$ cat src/fabric_pkg.sv
`default_nettype none

package fabric_pkg;

   // **************************************************
   // fabric sizes
   // **************************************************

   localparam int NUM_TILES   = 2;
   localparam int TILE_IDX_W  = $clog2(NUM_TILES);

   localparam int SEL_W       = 2;
   localparam int SB_OUTS     = 8;
   localparam int SB_CFG_W    = SEL_W * SB_OUTS;
   localparam int LUT_W       = 4;
   localparam int CFG_W       = 32;

   // lut field sits right above the switch box field.
   localparam int CFG_LUT_LSB = SB_CFG_W;

   // **************************************************
   // switch box select fields, in register order
   // **************************************************

   localparam int F_LEFT_0    = 0;
   localparam int F_LEFT_2    = 1;
   localparam int F_RIGHT_1   = 2;
   localparam int F_RIGHT_3   = 3;
   localparam int F_TOP_1     = 4;
   localparam int F_TOP_3     = 5;
   localparam int F_BOTTOM_0  = 6;
   localparam int F_BOTTOM_2  = 7;

   // **************************************************
   // types
   // **************************************************

   // codes 0..2 pick a source, code 3 ties the output low.
   typedef logic [SEL_W-1:0]      sel_t;
   typedef logic [SB_CFG_W-1:0]   sb_cfg_t;
   typedef logic [LUT_W-1:0]      lut_t;
   typedef logic [CFG_W-1:0]      cfg_word_t;
   typedef logic [TILE_IDX_W-1:0] tile_idx_t;

   typedef enum logic {
      LD_IDLE,
      LD_APPLY
   } loader_state_t;

endpackage

`default_nettype wire

$ cat src/cfg_if.sv
`timescale 1ns/1ps
`default_nettype none

interface cfg_if;
   import fabric_pkg::*;

   sb_cfg_t sb_cfg;
   lut_t    lut;
   logic    we;
   logic    run;

   modport loader (
      output sb_cfg,
      output lut,
      output we,
      output run
   );

   // tile side only listens.
   modport tile (
      input  sb_cfg,
      input  lut,
      input  we,
      input  run
   );

endinterface

`default_nettype wire

$ cat src/cfg_loader.sv
`timescale 1ns/1ps
`default_nettype none

module cfg_loader (
   input  logic                  clk,
   input  logic                  rst_n,
   input  logic                  cfg_valid,
   output logic                  cfg_ready,
   input  fabric_pkg::tile_idx_t cfg_tile,
   input  fabric_pkg::cfg_word_t cfg_data,
   output logic                  cfg_run,
   cfg_if.loader                 tiles [fabric_pkg::NUM_TILES]
);
   import fabric_pkg::*;

   loader_state_t        state;
   loader_state_t        state_next;
   logic                 accept;
   tile_idx_t            tile_q;
   sb_cfg_t              sb_cfg_q;
   lut_t                 lut_q;
   logic [NUM_TILES-1:0] tile_sel;
   logic [NUM_TILES-1:0] written_q;
   logic                 run_q;

   assign accept  = cfg_valid & cfg_ready;
   assign cfg_run = run_q;

   // **************************************************
   // handshake fsm
   // **************************************************

   always_comb
   begin
      state_next = state;
      case (state)
         LD_IDLE:
         begin
            if (accept)
               state_next = LD_APPLY;
         end
         LD_APPLY:
         begin
            state_next = LD_IDLE;
         end
         default:
         begin
            state_next = LD_IDLE;
         end
      endcase
   end

   // ready follows the next state, so it is low for the apply cycle.
   always_ff @(posedge clk or negedge rst_n)
   begin
      if (!rst_n)
      begin
         state     <= LD_IDLE;
         cfg_ready <= 1'b0;
         written_q <= '0;
         run_q     <= 1'b0;
      end
      else
      begin
         state     <= state_next;
         cfg_ready <= (state_next == LD_IDLE);
         if (state == LD_APPLY)
         begin
            written_q <= written_q | tile_sel;
            // run goes high with the last unwritten tile and then sticks.
            if (&(written_q | tile_sel))
               run_q <= 1'b1;
         end
      end
   end

   // accepted word and address.
   always_ff @(posedge clk)
   begin
      if (accept)
      begin
         tile_q   <= cfg_tile;
         sb_cfg_q <= cfg_data[SB_CFG_W-1:0];
         lut_q    <= cfg_data[CFG_LUT_LSB +: LUT_W];
      end
   end

   // **************************************************
   // fan out to the tiles
   // **************************************************

   for (genvar i = 0; i < NUM_TILES; i++)
   begin : g_tile
      assign tile_sel[i]     = (tile_q == tile_idx_t'(i));
      assign tiles[i].sb_cfg = sb_cfg_q;
      assign tiles[i].lut    = lut_q;
      assign tiles[i].we     = (state == LD_APPLY) & tile_sel[i];
      assign tiles[i].run    = run_q;
   end

endmodule

`default_nettype wire

$ cat src/fabric_tile.sv
`timescale 1ns/1ps
`default_nettype none

module fabric_tile (
   input  logic clk,
   input  logic rst_n,
   cfg_if.tile  cfg,

   output logic left_0,
   input  logic left_1,
   output logic left_2,
   input  logic left_3,

   input  logic right_0,
   output logic right_1,
   input  logic right_2,
   output logic right_3,

   input  logic top_0,
   output logic top_1,
   input  logic top_2,
   output logic top_3
);

   logic cell_a;
   logic cell_b;
   logic cell_q;
   logic cell_q_d;

   switch_box sb_i (
      .clk      (clk),
      .rst_n    (rst_n),
      .cfg      (cfg),
      .left_0   (left_0),
      .left_1   (left_1),
      .left_2   (left_2),
      .left_3   (left_3),
      .right_0  (right_0),
      .right_1  (right_1),
      .right_2  (right_2),
      .right_3  (right_3),
      .top_0    (top_0),
      .top_1    (top_1),
      .top_2    (top_2),
      .top_3    (top_3),
      .bottom_0 (cell_a),
      .bottom_1 (cell_q),
      .bottom_2 (cell_b),
      .bottom_3 (cell_q_d)
   );

   // bottom side loops through the registered cell.
   logic_cell cell_i (
      .clk   (clk),
      .rst_n (rst_n),
      .cfg   (cfg),
      .a     (cell_a),
      .b     (cell_b),
      .q     (cell_q),
      .q_d   (cell_q_d)
   );

endmodule

`default_nettype wire

$ cat src/fabric_top.sv
`timescale 1ns/1ps
`default_nettype none

module fabric_top (
   input  logic                  clk,
   input  logic                  rst_n,
   input  logic                  cfg_valid,
   output logic                  cfg_ready,
   input  fabric_pkg::tile_idx_t cfg_tile,
   input  fabric_pkg::cfg_word_t cfg_data,
   output logic                  run,
   input  logic [1:0]            west_in,
   output logic [1:0]            west_out,
   input  logic [1:0]            east_in,
   output logic [1:0]            east_out,
   input  logic [3:0]            north_in,
   output logic [3:0]            north_out
);
   import fabric_pkg::*;

   // odd tracks from tile0 into tile1.
   logic t0_to_t1_1;
   logic t0_to_t1_3;
   // even tracks from tile1 into tile0.
   logic t1_to_t0_0;
   logic t1_to_t0_2;

   cfg_if tile_cfg [NUM_TILES] ();

   cfg_loader loader_i (
      .clk       (clk),
      .rst_n     (rst_n),
      .cfg_valid (cfg_valid),
      .cfg_ready (cfg_ready),
      .cfg_tile  (cfg_tile),
      .cfg_data  (cfg_data),
      .cfg_run   (run),
      .tiles     (tile_cfg)
   );

   // **************************************************
   // tile row
   // **************************************************

   fabric_tile tile0_i (
      .clk     (clk),
      .rst_n   (rst_n),
      .cfg     (tile_cfg[0]),
      .left_0  (west_out[0]),
      .left_1  (west_in[0]),
      .left_2  (west_out[1]),
      .left_3  (west_in[1]),
      .right_0 (t1_to_t0_0),
      .right_1 (t0_to_t1_1),
      .right_2 (t1_to_t0_2),
      .right_3 (t0_to_t1_3),
      .top_0   (north_in[0]),
      .top_1   (north_out[0]),
      .top_2   (north_in[1]),
      .top_3   (north_out[1])
   );

   fabric_tile tile1_i (
      .clk     (clk),
      .rst_n   (rst_n),
      .cfg     (tile_cfg[1]),
      .left_0  (t1_to_t0_0),
      .left_1  (t0_to_t1_1),
      .left_2  (t1_to_t0_2),
      .left_3  (t0_to_t1_3),
      .right_0 (east_in[0]),
      .right_1 (east_out[0]),
      .right_2 (east_in[1]),
      .right_3 (east_out[1]),
      .top_0   (north_in[2]),
      .top_1   (north_out[2]),
      .top_2   (north_in[3]),
      .top_3   (north_out[3])
   );

endmodule

`default_nettype wire

$ cat src/logic_cell.sv
`timescale 1ns/1ps
`default_nettype none

module logic_cell (
   input  logic clk,
   input  logic rst_n,
   cfg_if.tile  cfg,
   input  logic a,
   input  logic b,
   output logic q,
   output logic q_d
);
   import fabric_pkg::*;

   lut_t lut_q;

   // **************************************************
   // truth table
   // **************************************************

   always_ff @(posedge clk or negedge rst_n)
   begin
      if (!rst_n)
         lut_q <= '0;
      else if (cfg.we)
         lut_q <= cfg.lut;
   end

   // **************************************************
   // output stages
   // **************************************************

   // q_d trails q by one edge.
   always_ff @(posedge clk or negedge rst_n)
   begin
      if (!rst_n)
      begin
         q   <= 1'b0;
         q_d <= 1'b0;
      end
      else if (!cfg.run)
      begin
         q   <= 1'b0;
         q_d <= 1'b0;
      end
      else
      begin
         q   <= lut_q[{b, a}];
         q_d <= q;
      end
   end

endmodule

`default_nettype wire

$ cat src/switch_box.sv
`timescale 1ns/1ps
`default_nettype none

module switch_box (
   input  logic clk,
   input  logic rst_n,
   cfg_if.tile  cfg,

   output logic left_0,
   input  logic left_1,
   output logic left_2,
   input  logic left_3,

   input  logic right_0,
   output logic right_1,
   input  logic right_2,
   output logic right_3,

   input  logic top_0,
   output logic top_1,
   input  logic top_2,
   output logic top_3,

   output logic bottom_0,
   input  logic bottom_1,
   output logic bottom_2,
   input  logic bottom_3
);
   import fabric_pkg::*;

   sb_cfg_t cfg_q;

   sel_t    sel_left_0;
   sel_t    sel_left_2;
   sel_t    sel_right_1;
   sel_t    sel_right_3;
   sel_t    sel_top_1;
   sel_t    sel_top_3;
   sel_t    sel_bottom_0;
   sel_t    sel_bottom_2;

   // pick one of three sources or zero for code 3.
   function automatic logic pick(
      input sel_t sel,
      input logic src_0,
      input logic src_1,
      input logic src_2
   );
      case (sel)
         2'd0:    pick = src_0;
         2'd1:    pick = src_1;
         2'd2:    pick = src_2;
         default: pick = 1'b0;
      endcase
   endfunction

   always_ff @(posedge clk or negedge rst_n)
   begin
      if (!rst_n)
         cfg_q <= '0;
      else if (cfg.we)
         cfg_q <= cfg.sb_cfg;
   end

   // **************************************************
   // select fields
   // **************************************************

   assign sel_left_0   = cfg_q[F_LEFT_0   * SEL_W +: SEL_W];
   assign sel_left_2   = cfg_q[F_LEFT_2   * SEL_W +: SEL_W];
   assign sel_right_1  = cfg_q[F_RIGHT_1  * SEL_W +: SEL_W];
   assign sel_right_3  = cfg_q[F_RIGHT_3  * SEL_W +: SEL_W];
   assign sel_top_1    = cfg_q[F_TOP_1    * SEL_W +: SEL_W];
   assign sel_top_3    = cfg_q[F_TOP_3    * SEL_W +: SEL_W];
   assign sel_bottom_0 = cfg_q[F_BOTTOM_0 * SEL_W +: SEL_W];
   assign sel_bottom_2 = cfg_q[F_BOTTOM_2 * SEL_W +: SEL_W];

   // **************************************************
   // output muxes
   // **************************************************

   // even tracks run left and down.
   assign left_0   = cfg.run & pick(sel_left_0,   right_0,  top_0,  bottom_1);
   assign left_2   = cfg.run & pick(sel_left_2,   right_2,  top_2,  bottom_3);
   assign bottom_0 = cfg.run & pick(sel_bottom_0, top_0,    left_1, right_0);
   assign bottom_2 = cfg.run & pick(sel_bottom_2, top_2,    left_3, right_2);

   // odd tracks run right and up.
   assign right_1  = cfg.run & pick(sel_right_1,  left_1,   top_0,  bottom_1);
   assign right_3  = cfg.run & pick(sel_right_3,  left_3,   top_2,  bottom_3);
   assign top_1    = cfg.run & pick(sel_top_1,    bottom_1, left_1, right_0);
   assign top_3    = cfg.run & pick(sel_top_3,    bottom_3, left_3, right_2);

endmodule

`default_nettype wire

$ cat config.mk
export PLATFORM = sky130hd
export DESIGN_NAME = fabric_top
export DESIGN_NICKNAME = d
export VERILOG_FILES = /design/src/fabric_pkg.sv /design/src/cfg_if.sv /design/src/cfg_loader.sv /design/src/fabric_tile.sv /design/src/fabric_top.sv /design/src/logic_cell.sv /design/src/switch_box.sv
export SDC_FILE = /design/constraint.sdc
export NUM_CORES = 1
export LEC_CHECK = 0
export BUFFER_PORTS_ARGS = -buffer_cell sky130_fd_sc_hd__buf_2
export CAP_MARGIN = 20
export CORE_AREA = 4 4 98 72
export DETAILED_ROUTE_END_ITERATION = 16
export DIE_AREA = 0 0 102 76
export PLACE_DENSITY = 0.75
export RECOVER_POWER = 50
export SLEW_MARGIN = 20
export SYNTH_ARGS = -nofsm -noshare
export SYNTH_HDL_FRONTEND = slang
export SYNTH_SLANG_ARGS = --single-unit
$ cat constraint.sdc
create_clock -name clk -period 1.4 [get_ports clk]
set_clock_uncertainty 0.1 [all_clocks]
set_input_delay 0.21 -clock clk [delete_from_list [all_inputs] [get_ports clk]]
set_output_delay 0.21 -clock clk [all_outputs]
set_load 0.02 [all_outputs]
# Yosys cells after proc, flatten, opt, wreduce, memory -nomap -nowiden
# Cells that the tools add are included.
op_classes:
  order_cmp: 2
  n_eq_ne: 32
  n_mux: 26
  bitwise: 23
  n_reduce_logical: 17
ops:
  columns: ["operator", "n"]
  rows:
  - ["$pmux W1 S3", 16]
  - ["$eq A2 B1 Y1 const B", 16]
  - ["$eq A2 B2 Y1 const B", 16]
  - ["$logic_not A2 Y1", 16]
  - ["$and A1 B1 Y1", 19]
  - ["$mux W1", 7]
  - ["$lt A2 B3 Y1 const B", 2]
  - ["$bmux W1 S2", 2]
  - ["$not A1 Y1", 3]
  - ["$reduce_and A3 Y1", 1]
  - ["$or A2 B2 Y2", 1]
  - ["$pmux W1 S2", 1]
totals:
  reg_bits: 70
  input_bits: 44

# Logic depth before layout (Yosys ltp)
# Gate-level depths: netlist (run 1).
logic_depth:
  depth_word: 8
  depth_mapped: 6

# Modules after synthesis
# A second synthesis (run 1) with hierarchy kept.
hier_totals:
  hier_cells: 215
  area_unflattened_um2: 3206.8
by_module_without_submodules:
  columns: ["module", "instances", "cells_per_inst", "area_per_inst_um2"]
  rows:
  - ["switch_box", 2, 66, 879.6]
  - ["cfg_loader", 1, 57, 987.2]
  - ["logic_cell", 2, 13, 230.2]

# Worst setup path before layout (run 1)
# Ideal clock, no wire load.
synth_timing:
  path_type: "reg-to-output"
  start: "reg loader_i.run_q (netlist: loader_i.cfg_run)"
  end: "out north_out[3]"
  arrival_time_ns: 1.347
  required_time_ns: 1.090
  setup_slack_ns: -0.257
  stages_incl_launch_ff: 6
  n_path_buf: 3
  path_cell_list: "dfrtp_1 -> buf_2 -> inv_1 -> clkbuf_1 -> o32ai_1 -> buf_4"
synth_between:
  elab_chain_cells: 3
synth_rtl:
  columns: ["item", "line", "text"]
  rows:
  - ["start: declaration", "cfg_loader.sv:24", "logic run_q;"]
  - ["start signal: assignment", "cfg_loader.sv:61", "run_q <= 1'b0;"]
  - ["start signal: assignment", "cfg_loader.sv:72", "run_q <= 1'b1;"]
  - ["$and A1 B1 Y1", "switch_box.sv:90", "assign right_3 = cfg.run & pick(sel_right_3, left_3, top_2, bottom_3);"]
  - ["$pmux W1 S3", "switch_box.sv:49", "case (sel)"]
  - ["$and A1 B1 Y1 (*)", "switch_box.sv:92", "assign top_3 = cfg.run & pick(sel_top_3, bottom_3, left_3, right_2);"]
  - ["end: declaration", "fabric_top.sv:17", "output logic [3:0] north_out"]
# Mark *: on every way between the ends. The rest lies on a longest branch, timed or not.

# Worst setup path after layout (run 1)
layout_timing:
  start: "reg tile1_i.sb_i.cfg_q[1]"
  end: "out north_out[0]"
layout_between:
  elab_chain_cells: 5
  word_cells_on_any_way: 7
  classes_between: "eq/ne (2); mux (2); bitwise (2); reduce/logical (1)"
layout_rtl:
  columns: ["item", "line", "text"]
  rows:
  - ["start: declaration", "switch_box.sv:31", "sb_cfg_t cfg_q;"]
  - ["start signal: assignment", "switch_box.sv:62", "cfg_q <= cfg.sb_cfg;"]
  - ["$eq A2 B2 Y1, or another cell as far along", "switch_box.sv:49", null]
  - ["$pmux W1 S3 (*)", "switch_box.sv:49", null]
  - ["$and A1 B1 Y1 (*)", "switch_box.sv:83", "assign left_0 = cfg.run & pick(sel_left_0, right_0, top_0, bottom_1);"]
  - ["$pmux W1 S3 (*)", "switch_box.sv:49", null]
  - ["$and A1 B1 Y1 (*)", "switch_box.sv:91", "assign top_1 = cfg.run & pick(sel_top_1, bottom_1, left_1, right_0);"]
# Marked as above.

==> results of run 1 <==
## kinds of logic (layout without fill, tap and decap cells)
| logic type | after synthesis | count (layout) | synth area share, % |
|---|---|---|---|
| AND/OR/NAND/NOR | 49 | 49 | 8.50 |
| buffers and inverters | 20 | 127 | 3.69 |
| multiplexers | 51 | 51 | 18.5 |
| AO/OA/AOI/OAI | 31 | 31 | 7.76 |
| flip-flops | 70 | 70 | 61.6 |
## timing repair
item,CTS,global route
gates resized for setup,16,12
buffers inserted,5,3
pin swaps,8,17
hold buffers,22,0
hold endpoints to repair,35,0
setup endpoints to repair,11,11
## routing by layer
metal / track usage [%] / up-vias
met5: 0 / -
met4: 5.11 / 0
met3: 6.40 / 7
met2: 27.6 / 49
met1: 25.7 / 1053
li1: - / 1003
## cell type report
cell class	instances	area, µm²	share of cell area (%)
Clock buffer	12	135	3.30
Timing Repair Buffer	105	812	19.8
Sequential cell	70	1860	45.4
Clock inverter	4	47.5	1.16
Tap cell	78	97.6	2.38
Multi-Input combinational cell	131	1120	27.4
Inverter	6	22.5	0.550
## final timing paths
check	startpoint	to	slack, ns	cells past startpoint
min in group clk	cfg_valid	loader_i.cfg_ready$_DFF_PN0_	0.31	4
setup / recovery	tile1_i.sb_i.cfg_q[1]$_DFFE_PN0P_	north_out[0]	-0.64	6
max in group asynchronous	rst_n	tile0_i.sb_i.cfg_q[4]$_DFFE_PN0P_	0.28	3
hold reg to reg	loader_i.written_q[0]$_DFFE_PN0P_	loader_i.written_q[0]$_DFFE_PN0P_	0.38	1
hold / removal	rst_n	tile0_i.sb_i.cfg_q[9]$_DFFE_PN0P_	0.22	2
setup reg to reg	tile1_i.sb_i.cfg_q[1]$_DFFE_PN0P_	tile0_i.cell_i.q$_DFF_PN0_	-0.28	6
## worst max-delay path, delay by kind of cell (launching register included)
family                 cells  cell delay (ns)
AO/OA/AOI/OAI              2             0.41
AND/OR/NAND/NOR            1             0.09
flip-flops                 1             0.43
multiplexers               2             0.30
buffers and inverters      1             0.15
## metrics by stage
| stage | TNS (ns) | hold WS [ns] | cell area (µm²) | setup slack (ns) |
|---|---|---|---|---|
| floorplan | -0.567 | -0.186 | 3040 | -0.121 |
| global placement | -1.65 | 0.0535 | 3560 | -0.241 |
| detailed placement | -2.01 | 0.0581 | 3560 | -0.317 |
| CTS | -4.80 | 0.217 | 4060 | -0.622 |
| global route | -5.89 | 0.244 | 4100 | -0.760 |
| finish | -4.90 | 0.222 | 4100 | -0.637 |
## sequential cells by signal, summed over array words and instances (netlist names)
signal	cells
loader_i.tiles.sb_cfg	16
tile0_i.sb_i.cfg_q	16
tile1_i.sb_i.cfg_q	16
loader_i.tiles.lut	4
tile0_i.cell_i.lut_q	4
tile1_i.cell_i.lut_q	4
loader_i.written_q	2
loader_i.cfg_ready	1
loader_i.cfg_run	1
loader_i.state	1
loader_i.tile_q	1
tile0_i.cell_i.q	1
tile0_i.cell_i.q_d	1
tile1_i.cell_i.q	1
tile1_i.cell_i.q_d	1
## cell usage after synthesis (all sizes together) (4+ instances only)
| cell | count | area, µm² |
|---|---|---|
| dfrtp | 49 | 1230 |
| edfxtp | 21 | 631 |
| nor2 | 12 | 45.0 |
| nand2 | 16 | 60.1 |
| inv | 6 | 22.5 |
| mux2i | 13 | 130 |
| o21ai | 8 | 40.0 |
| buf | 13 | 85.1 |
| nor3 | 4 | 25.0 |
| nand3b | 5 | 37.5 |
| mux2 | 38 | 428 |
## power by group
part	leakage [nW]	internal, mW	switching (mW)	total (mW)
registers	0.767	2.57	0.393	2.96
logic	0.915	1.28	0.932	2.21
clock network	0.0904	0.819	0.709	1.53
total	1.77	4.67	2.03	6.70
## placed cells by master (no fill, tap or decap), types with 3 or more instances in the layout
cell / count
dlygate4sd3_1: 22
nand2_1: 16
a311oi_1: 3
buf_4: 40
mux2i_1: 12
dfrtp_2: 3
nand3b_1: 5
nor2_1: 9
buf_2: 32
inv_1: 6
o22a_1: 3
buf_6: 7
nand2b_1: 3
o21ai_1: 3
mux2_2: 38
clkbuf_8: 9
o21ai_0: 4
clkbuf_1: 3
edfxtp_1: 21
dfrtp_1: 46
nor2_2: 3
==> results_tabular.tex, run 1 <==
\begin{tabular}{lr}
\hline
Metric & Value \\
\hline
\multicolumn{2}{l}{\textbf{Finish}} \\
\quad Non-filler instance count after layout & 406 \\
\quad Final antenna diode count & 0 \\
\quad Fraction of final layout cells with drive strength greater than 1 & 47.0\% \\
\quad Area growth, synth to finish & 35.8\% \\
\quad Finished Core Util & 66.9\% \\
\quad Fillers & 472 \\
\quad NumNets Final & 367 \\
\multicolumn{2}{l}{\textbf{Routing}} \\
\quad Topmost layer with routed signal wires & met4 \\
\quad Iter 0 DRT Violations & 71 \\
\quad Routed length per placed instance & 16.3 µm \\
\quad Routed length on met3 & 336 µm \\
\quad Via-to-Cell Ratio & 5.20 \\
\quad Met2 Routed Length & 3190 µm \\
\quad Metal1 wirelength & 3020 µm \\
\quad Detail Route Antenna Nets & 0 \\
\quad Detailed-route wire length & 6620 µm \\
\quad DRC viols & 0 \\
\quad TritonRoute pass-1 iters & 4 \\
\quad Total vias in the final route & 2112 \\
\multicolumn{2}{l}{\textbf{Global route}} \\
\quad Global-route wire length before repair & 11000 µm \\
\quad Number of global-route vias before repair & 2207 \\
\quad Global-route congestion overflow total & 0 \\
\quad Total global routing track utilization & 18.5\% \\
\quad Initial antenna violation count & 0 \\
\quad Largest net degree at the start of global routing & 23 \\
\multicolumn{2}{l}{\textbf{Synth}} \\
\quad Synth Flop Type & dfrtp\_1 \\
\quad Post-synth ARST share & 70.0\% \\
\quad Syn Inst Count & 221 \\
\quad Post-synth EDFFs & 21 \\
\quad Yosys cell types & 37 \\
\quad Sequential cell area fraction in the yosys report & 61.6\% \\
\quad Post-Synthesis Cell Area & 3020 µm² \\
\quad Average cell area after synthesis & 13.6 µm² \\
\quad Synth Net Count & 265 \\
\quad Synth warnings & 0 \\
\quad Flip-flop and latch count after synthesis & 70 \\
\multicolumn{2}{l}{\textbf{Timing}} \\
\quad Worst slew margin relative to its limit & 73.4\% \\
\quad Final critical-path required period & 2.04 ns \\
\quad Final period utilization & 145\% \\
\quad Number of pins exceeding their max-slew limit in the final report & 0 \\
\quad RSZ-0062 raised after global routing & true \\
\quad Slew at the pin closest to its max-slew limit & 0.400 ns \\
\quad Count of endpoints failing setup in the final report & 10 \\
\quad Highest clock rate & 491 MHz \\
\quad Worst path setup slack after routing & -0.637 ns \\
\quad Final number of hold-violating endpoints & 0 \\
\multicolumn{2}{l}{\textbf{Setup path}} \\
\quad Maximum single-stage delay on the critical path & 0.43 ns \\
\quad Data required time at the worst endpoint & 1.09 ns \\
\quad WP data arrival & 1.73 ns \\
\quad Launching element type of the critical path & flop \\
\quad Critical path fanouts, max & 3 \\
\quad Category of the critical setup timing path & reg2out \\
\quad Ordered list of cells on the worst path & mux2i\_2 > o21ai\_2 > mux2i\_1 > o22a\_1 > nor2\_1 > buf\_4 \\
\quad Cell with the largest stage delay on the worst path & dfrtp\_1 \\
\quad Critical Path End Type & output port \\
\multicolumn{2}{l}{\textbf{CTS}} \\
\quad Cts bufs inserted & 9 \\
\quad Clk sink count & 70 \\
\quad Clock tree from TritonCTS & built \\
\quad Master cell of the clock root buffer & clkbuf\_8 \\
\quad Clock-pin slew on the worst setup and hold paths & 0.07 ns \\
\quad Clock insertion delay at the later pin of the skew report & 0.34 ns \\
\quad CTS HTree Levels & 3 \\
\quad Number of buffers on the longest clock path & 2 \\
\multicolumn{2}{l}{\textbf{Pwr}} \\
\quad Power after layout & 6.70 mW \\
\quad Cell Pwr Density & 1640 nW/µm² \\
\quad Peak VDD IR & 0.968 mV \\
\quad Leak pwr & 1.77 nW \\
\multicolumn{2}{l}{\textbf{Floorplan}} \\
\quad Die W & 102 µm \\
\quad Boundary Pins & 54 \\
\quad Core Area & 6130 µm² \\
\quad Die ar. & 7750 µm² \\
\quad Initial core utilization & 49.2\% \\
\quad Std-Cell Rows & 24 \\
\quad Chip height & 76 µm \\
\multicolumn{2}{l}{\textbf{Placed design}} \\
\quad Cell count after placement & 363 \\
\quad IO Port Bufs & 41 \\
\quad Final weighted congestion in routability-driven placement & 0.816 \\
\quad Post-detail-place hpwl & 4560 µm \\
\multicolumn{2}{l}{\textbf{Flow run}} \\
\quad Reported max-cap violation count & 0 \\
\multicolumn{2}{l}{\textbf{Worst hold path}} \\
\quad Class of the tightest hold or removal check & in2async \\
\multicolumn{2}{l}{\textbf{Outcome}} \\
\quad Run status & complete, but fails checks \\
\quad Violated checks & setup timing \\
\hline
\end{tabular}
(Power assumes the default switching activity.)
==> inputs of run 2 (changes only) <==
==> constraint.sdc (replaced) <==
create_clock -name clk -period 1.4 [get_ports clk]
set_clock_uncertainty 0.1 [all_clocks]
set_input_delay 0.28 -clock clk [delete_from_list [all_inputs] [get_ports clk]]
set_output_delay 0.28 -clock clk [all_outputs]
set_load 0.02 [all_outputs]
==> run 2 against run 1 <==
- the flow still finishes with violations (setup timing)
- core utilization grew 1.3 points
- count of clock-buffer cells in the layout is the same
- wire length shrank 2.0%
- combinational power grew 2%
- clock power grew 18%
- sequential power is essentially flat
- register-to-register slack lost 0.07 ns
- sequential share of layout area shrank 0.86 points
- largest cell class unchanged
- first-iteration DRC count grew 5.6%
- non-clock buffer count is the same
==> results_tabular.tex, run 2 (synthesized netlist as in run 1, its figures left out) <==
\begin{tabular}{lr}
\hline
Metric & Value \\
\hline
\multicolumn{2}{l}{\textbf{Setup path}} \\
\quad Data required time at the worst endpoint & 1.02 ns (-0.07 ns) \\
\quad Critical Path End Type & output port \\
\quad FF-to-FF path depth & 6 (unchanged) \\
\quad Maximum single-stage delay on the critical path & 0.41 ns (-0.02 ns) \\
\quad WP data arrival & 1.72 ns (about the same) \\
\quad Reg2reg setup slack & -0.35 ns (-0.07 ns) \\
\quad Start of the worst register-to-register path & tile1\_i.sb\_i.cfg\_q[1]\$\_DFFE\_PN0P\_ \\
\quad Launching element type of the critical path & flop \\
\quad Category of the critical setup timing path & reg2out \\
\quad Ordered list of cells on the worst path & mux2i\_2 > o21ai\_2 > mux2i\_1 > o22a\_1 > nor2\_2 > buf\_6 \\
\quad Reg2Reg Capture Point & tile0\_i.cell\_i.q\$\_DFF\_PN0\_ \\
\quad Critical path fanouts, max & 3 (unchanged) \\
\quad Cell with the largest stage delay on the worst path & dfrtp\_1 \\
\multicolumn{2}{l}{\textbf{Floorplan}} \\
\quad Std-Cell Rows & 24 (unchanged) \\
\quad Die ar. & 7750 µm² (unchanged) \\
\quad Die W & 102 µm (unchanged) \\
\quad Initial core utilization & 49.2\% (unchanged) \\
\quad Core Area & 6130 µm² (unchanged) \\
\quad Chip height & 76 µm (unchanged) \\
\quad Boundary Pins & 54 (unchanged) \\
\multicolumn{2}{l}{\textbf{Timing}} \\
\quad Slew at the pin closest to its max-slew limit & 0.648 ns (+0.248 ns) \\
\quad Worst hold slack across all endpoints & 0.0223 ns (-0.199 ns) \\
\quad RSZ-0062 raised after global routing & true \\
\quad Number of pins exceeding their max-slew limit in the final report & 0 (unchanged) \\
\quad Final period utilization & 150\% (+4.6 points) \\
\quad Final number of hold-violating endpoints & 0 (unchanged) \\
\quad Highest clock rate & 476 MHz (-3.1\%) \\
\quad Count of endpoints failing setup in the final report & 11 (+1) \\
\quad Final critical-path required period & 2.10 ns (+0.0643 ns) \\
\quad Worst slew margin relative to its limit & 56.8\% (-17 points) \\
\quad Worst path setup slack after routing & -0.701 ns (-0.0643 ns) \\
\multicolumn{2}{l}{\textbf{Worst hold path}} \\
\quad Worst hold path endpoint & loader\_i.tiles[0].sb\_cfg[2]\$\_DFFE\_PP\_ \\
\quad Number of cells traversed by the worst hold path & 1 \\
\quad Start point of the worst min-delay path & cfg\_data[2] \\
\quad Class of the tightest hold or removal check & in2reg \\
\multicolumn{2}{l}{\textbf{Finish}} \\
\quad NumNets Final & 367 (unchanged) \\
\quad Fraction of final layout cells with drive strength greater than 1 & 50.0\% (+3.0 points) \\
\quad Non-filler instance count after layout & 406 (unchanged) \\
\quad Most used cells in the layout excluding fill and tap cells & 46 x dfrtp\_1, 39 x buf\_4, 38 x mux2\_2 \\
\quad Cell area after layout & 4180 µm² (+1.9\%) \\
\quad Final antenna diode count & 0 (unchanged) \\
\quad Finished Core Util & 68.2\% (+1.3 points) \\
\quad Area growth, synth to finish & 38.4\% \\
\quad Most common library cell in the layout ignoring fill and taps & dfrtp\_1 \\
\multicolumn{2}{l}{\textbf{Routing}} \\
\quad Iter 0 DRT Violations & 75 (+5.6\%) \\
\quad Detailed-route wire length & 6490 µm (-2.0\%) \\
\quad TritonRoute pass-1 iters & 5 (+1) \\
\quad Detail Route Antenna Nets & 0 (unchanged) \\
\quad DRC viols & 0 (unchanged) \\
\quad Total vias in the final route & 2069 (-2.0\%) \\
\quad Via-to-Cell Ratio & 5.10 (-2.0\%) \\
\quad Routed length per placed instance & 16.0 µm (-2.0\%) \\
\multicolumn{2}{l}{\textbf{CTS}} \\
\quad Clock-pin slew on the worst setup and hold paths & 0.07 ns (about the same) \\
\quad Clock tree from TritonCTS & built \\
\quad Master cell of the clock root buffer & clkbuf\_8 \\
\quad Number of buffers on the longest clock path & 2 (unchanged) \\
\quad Cts bufs inserted & 9 (unchanged) \\
\quad Clock insertion delay at the later pin of the skew report & 0.34 ns (about the same) \\
\quad CTS HTree Levels & 3 (unchanged) \\
\quad Clk sink count & 70 (unchanged) \\
\multicolumn{2}{l}{\textbf{Flow run}} \\
\quad Reported max-cap violation count & 0 (unchanged) \\
\multicolumn{2}{l}{\textbf{Pwr}} \\
\quad Peak VDD IR & 0.982 mV (+1.5\%) \\
\quad Cell Pwr Density & 1680 nW/µm² (+2.5\%) \\
\quad Power after layout & 7.00 mW (+4.5\%) \\
\quad Leak pwr & 1.81 nW (+1.9\%) \\
\multicolumn{2}{l}{\textbf{Placed design}} \\
\quad Post-detail-place hpwl & 4380 µm (-4.0\%) \\
\quad IO Port Bufs & 41 (unchanged) \\
\quad Final weighted congestion in routability-driven placement & 0.794 (-2.7\%) \\
\quad Placement Cell Area & 3560 µm² (about the same) \\
\quad Cell count after placement & 365 (+0.55\%) \\
\multicolumn{2}{l}{\textbf{Global route}} \\
\quad Initial antenna violation count & 0 (unchanged) \\
\quad Met1 routing resource usage after global routing & 24.1\% (-1.6 points) \\
\quad Total global routing track utilization & 17.8\% (-0.64 points) \\
\quad Largest net degree at the start of global routing & 50 (+120\%) \\
\quad Global-route wire length before repair & 10600 µm (-3.9\%) \\
\quad Met2 GRT Util & 27.0\% (-0.58 points) \\
\quad Global-route congestion overflow total & 0 (unchanged) \\
\quad Layer with the highest usage after global routing & met2 \\
\quad GRT met3 Usage & 6.68\% (+0.27 points) \\
\quad Number of global-route vias before repair & 2203 (-0.18\%) \\
\multicolumn{2}{l}{\textbf{Outcome}} \\
\quad Violated checks & setup timing \\
\quad Run status & complete, but fails checks \\
\hline
\end{tabular}
## run 2: changes by cell type in the layout (fill, tap and decap cells not counted), sizes merged
cell,before,now
buf,81,83
bufinv,1,2
clkbuf,14,13
clkinvlp,1,0
dlygate4sd3,22,21
## run 2: through the flow
step,setup WS [ns],TNS [ns]
floorplan,-0.191,-1.08
finish,-0.701,-5.62
CTS,-0.702,-5.66
detailed placement,-0.328,-2.45
global route,-0.819,-6.98
global placement,-0.327,-2.40
## run 2: worst max-delay path by stage
stage | startpoint | to | slack, ns | cells past startpoint
after detailed placement | tile1_i.sb_i.cfg_q[1]$_DFFE_PN0P_ | west_out[0] | -0.33 | 6
after floorplan | tile0_i.sb_i.cfg_q[6]$_DFFE_PN0P_ | east_out[1] | -0.19 | 6
final | tile1_i.sb_i.cfg_q[1]$_DFFE_PN0P_ | north_out[0] | -0.70 | 6
after CTS | tile0_i.sb_i.cfg_q[6]$_DFFE_PN0P_ | east_out[1] | -0.70 | 6
after global placement | tile0_i.sb_i.cfg_q[6]$_DFFE_PN0P_ | east_out[1] | -0.33 | 6
after global routing | tile1_i.sb_i.cfg_q[1]$_DFFE_PN0P_ | north_out[0] | -0.82 | 6
## run 2: area by class of cell
| type | count | area [µm²] |
|---|---|---|
| fill | 459 | 1950 |
| sequential | 70 | 1860 |
| multi-input combinational | 131 | 1150 |
| timing repair buffer | 105 | 815 |
| clock buffer | 12 | 155 |
| tap | 78 | 97.6 |
| clock inverter | 4 | 70.1 |
| inverter | 6 | 22.5 |
## run 2: report_power, final
group	switching [mW]	internal, mW
Combinational	0.980	1.27
Sequential	0.372	2.57
Clock	0.714	1.09
Total	2.07	4.93
## run 2: timing repair
action	4_1_cts	5_1_grt
setup buffers	4	6
endpoints found under the setup margin	11	19
gates resized for setup	16	26
pin swaps	8	18
hold buffers	18	3
endpoints found under the hold margin	66	3
## run 2: worst max-delay path: cells and delay by family, from the launching register on
kind                   cells  cell delay [ns]
AO/OA/AOI/OAI              2             0.44
flip-flops                 1             0.41
multiplexers               2             0.29
AND/OR/NAND/NOR            1             0.12
buffers and inverters      1             0.12
## run 2: per-layer routing
metal | vias to the layer above | wire length (µm)
met4 | 0 | 77
met5 | - | 0
li1 | 1000 | -
met3 | 11 | 314
met1 | 1006 | 3020
met2 | 52 | 3080
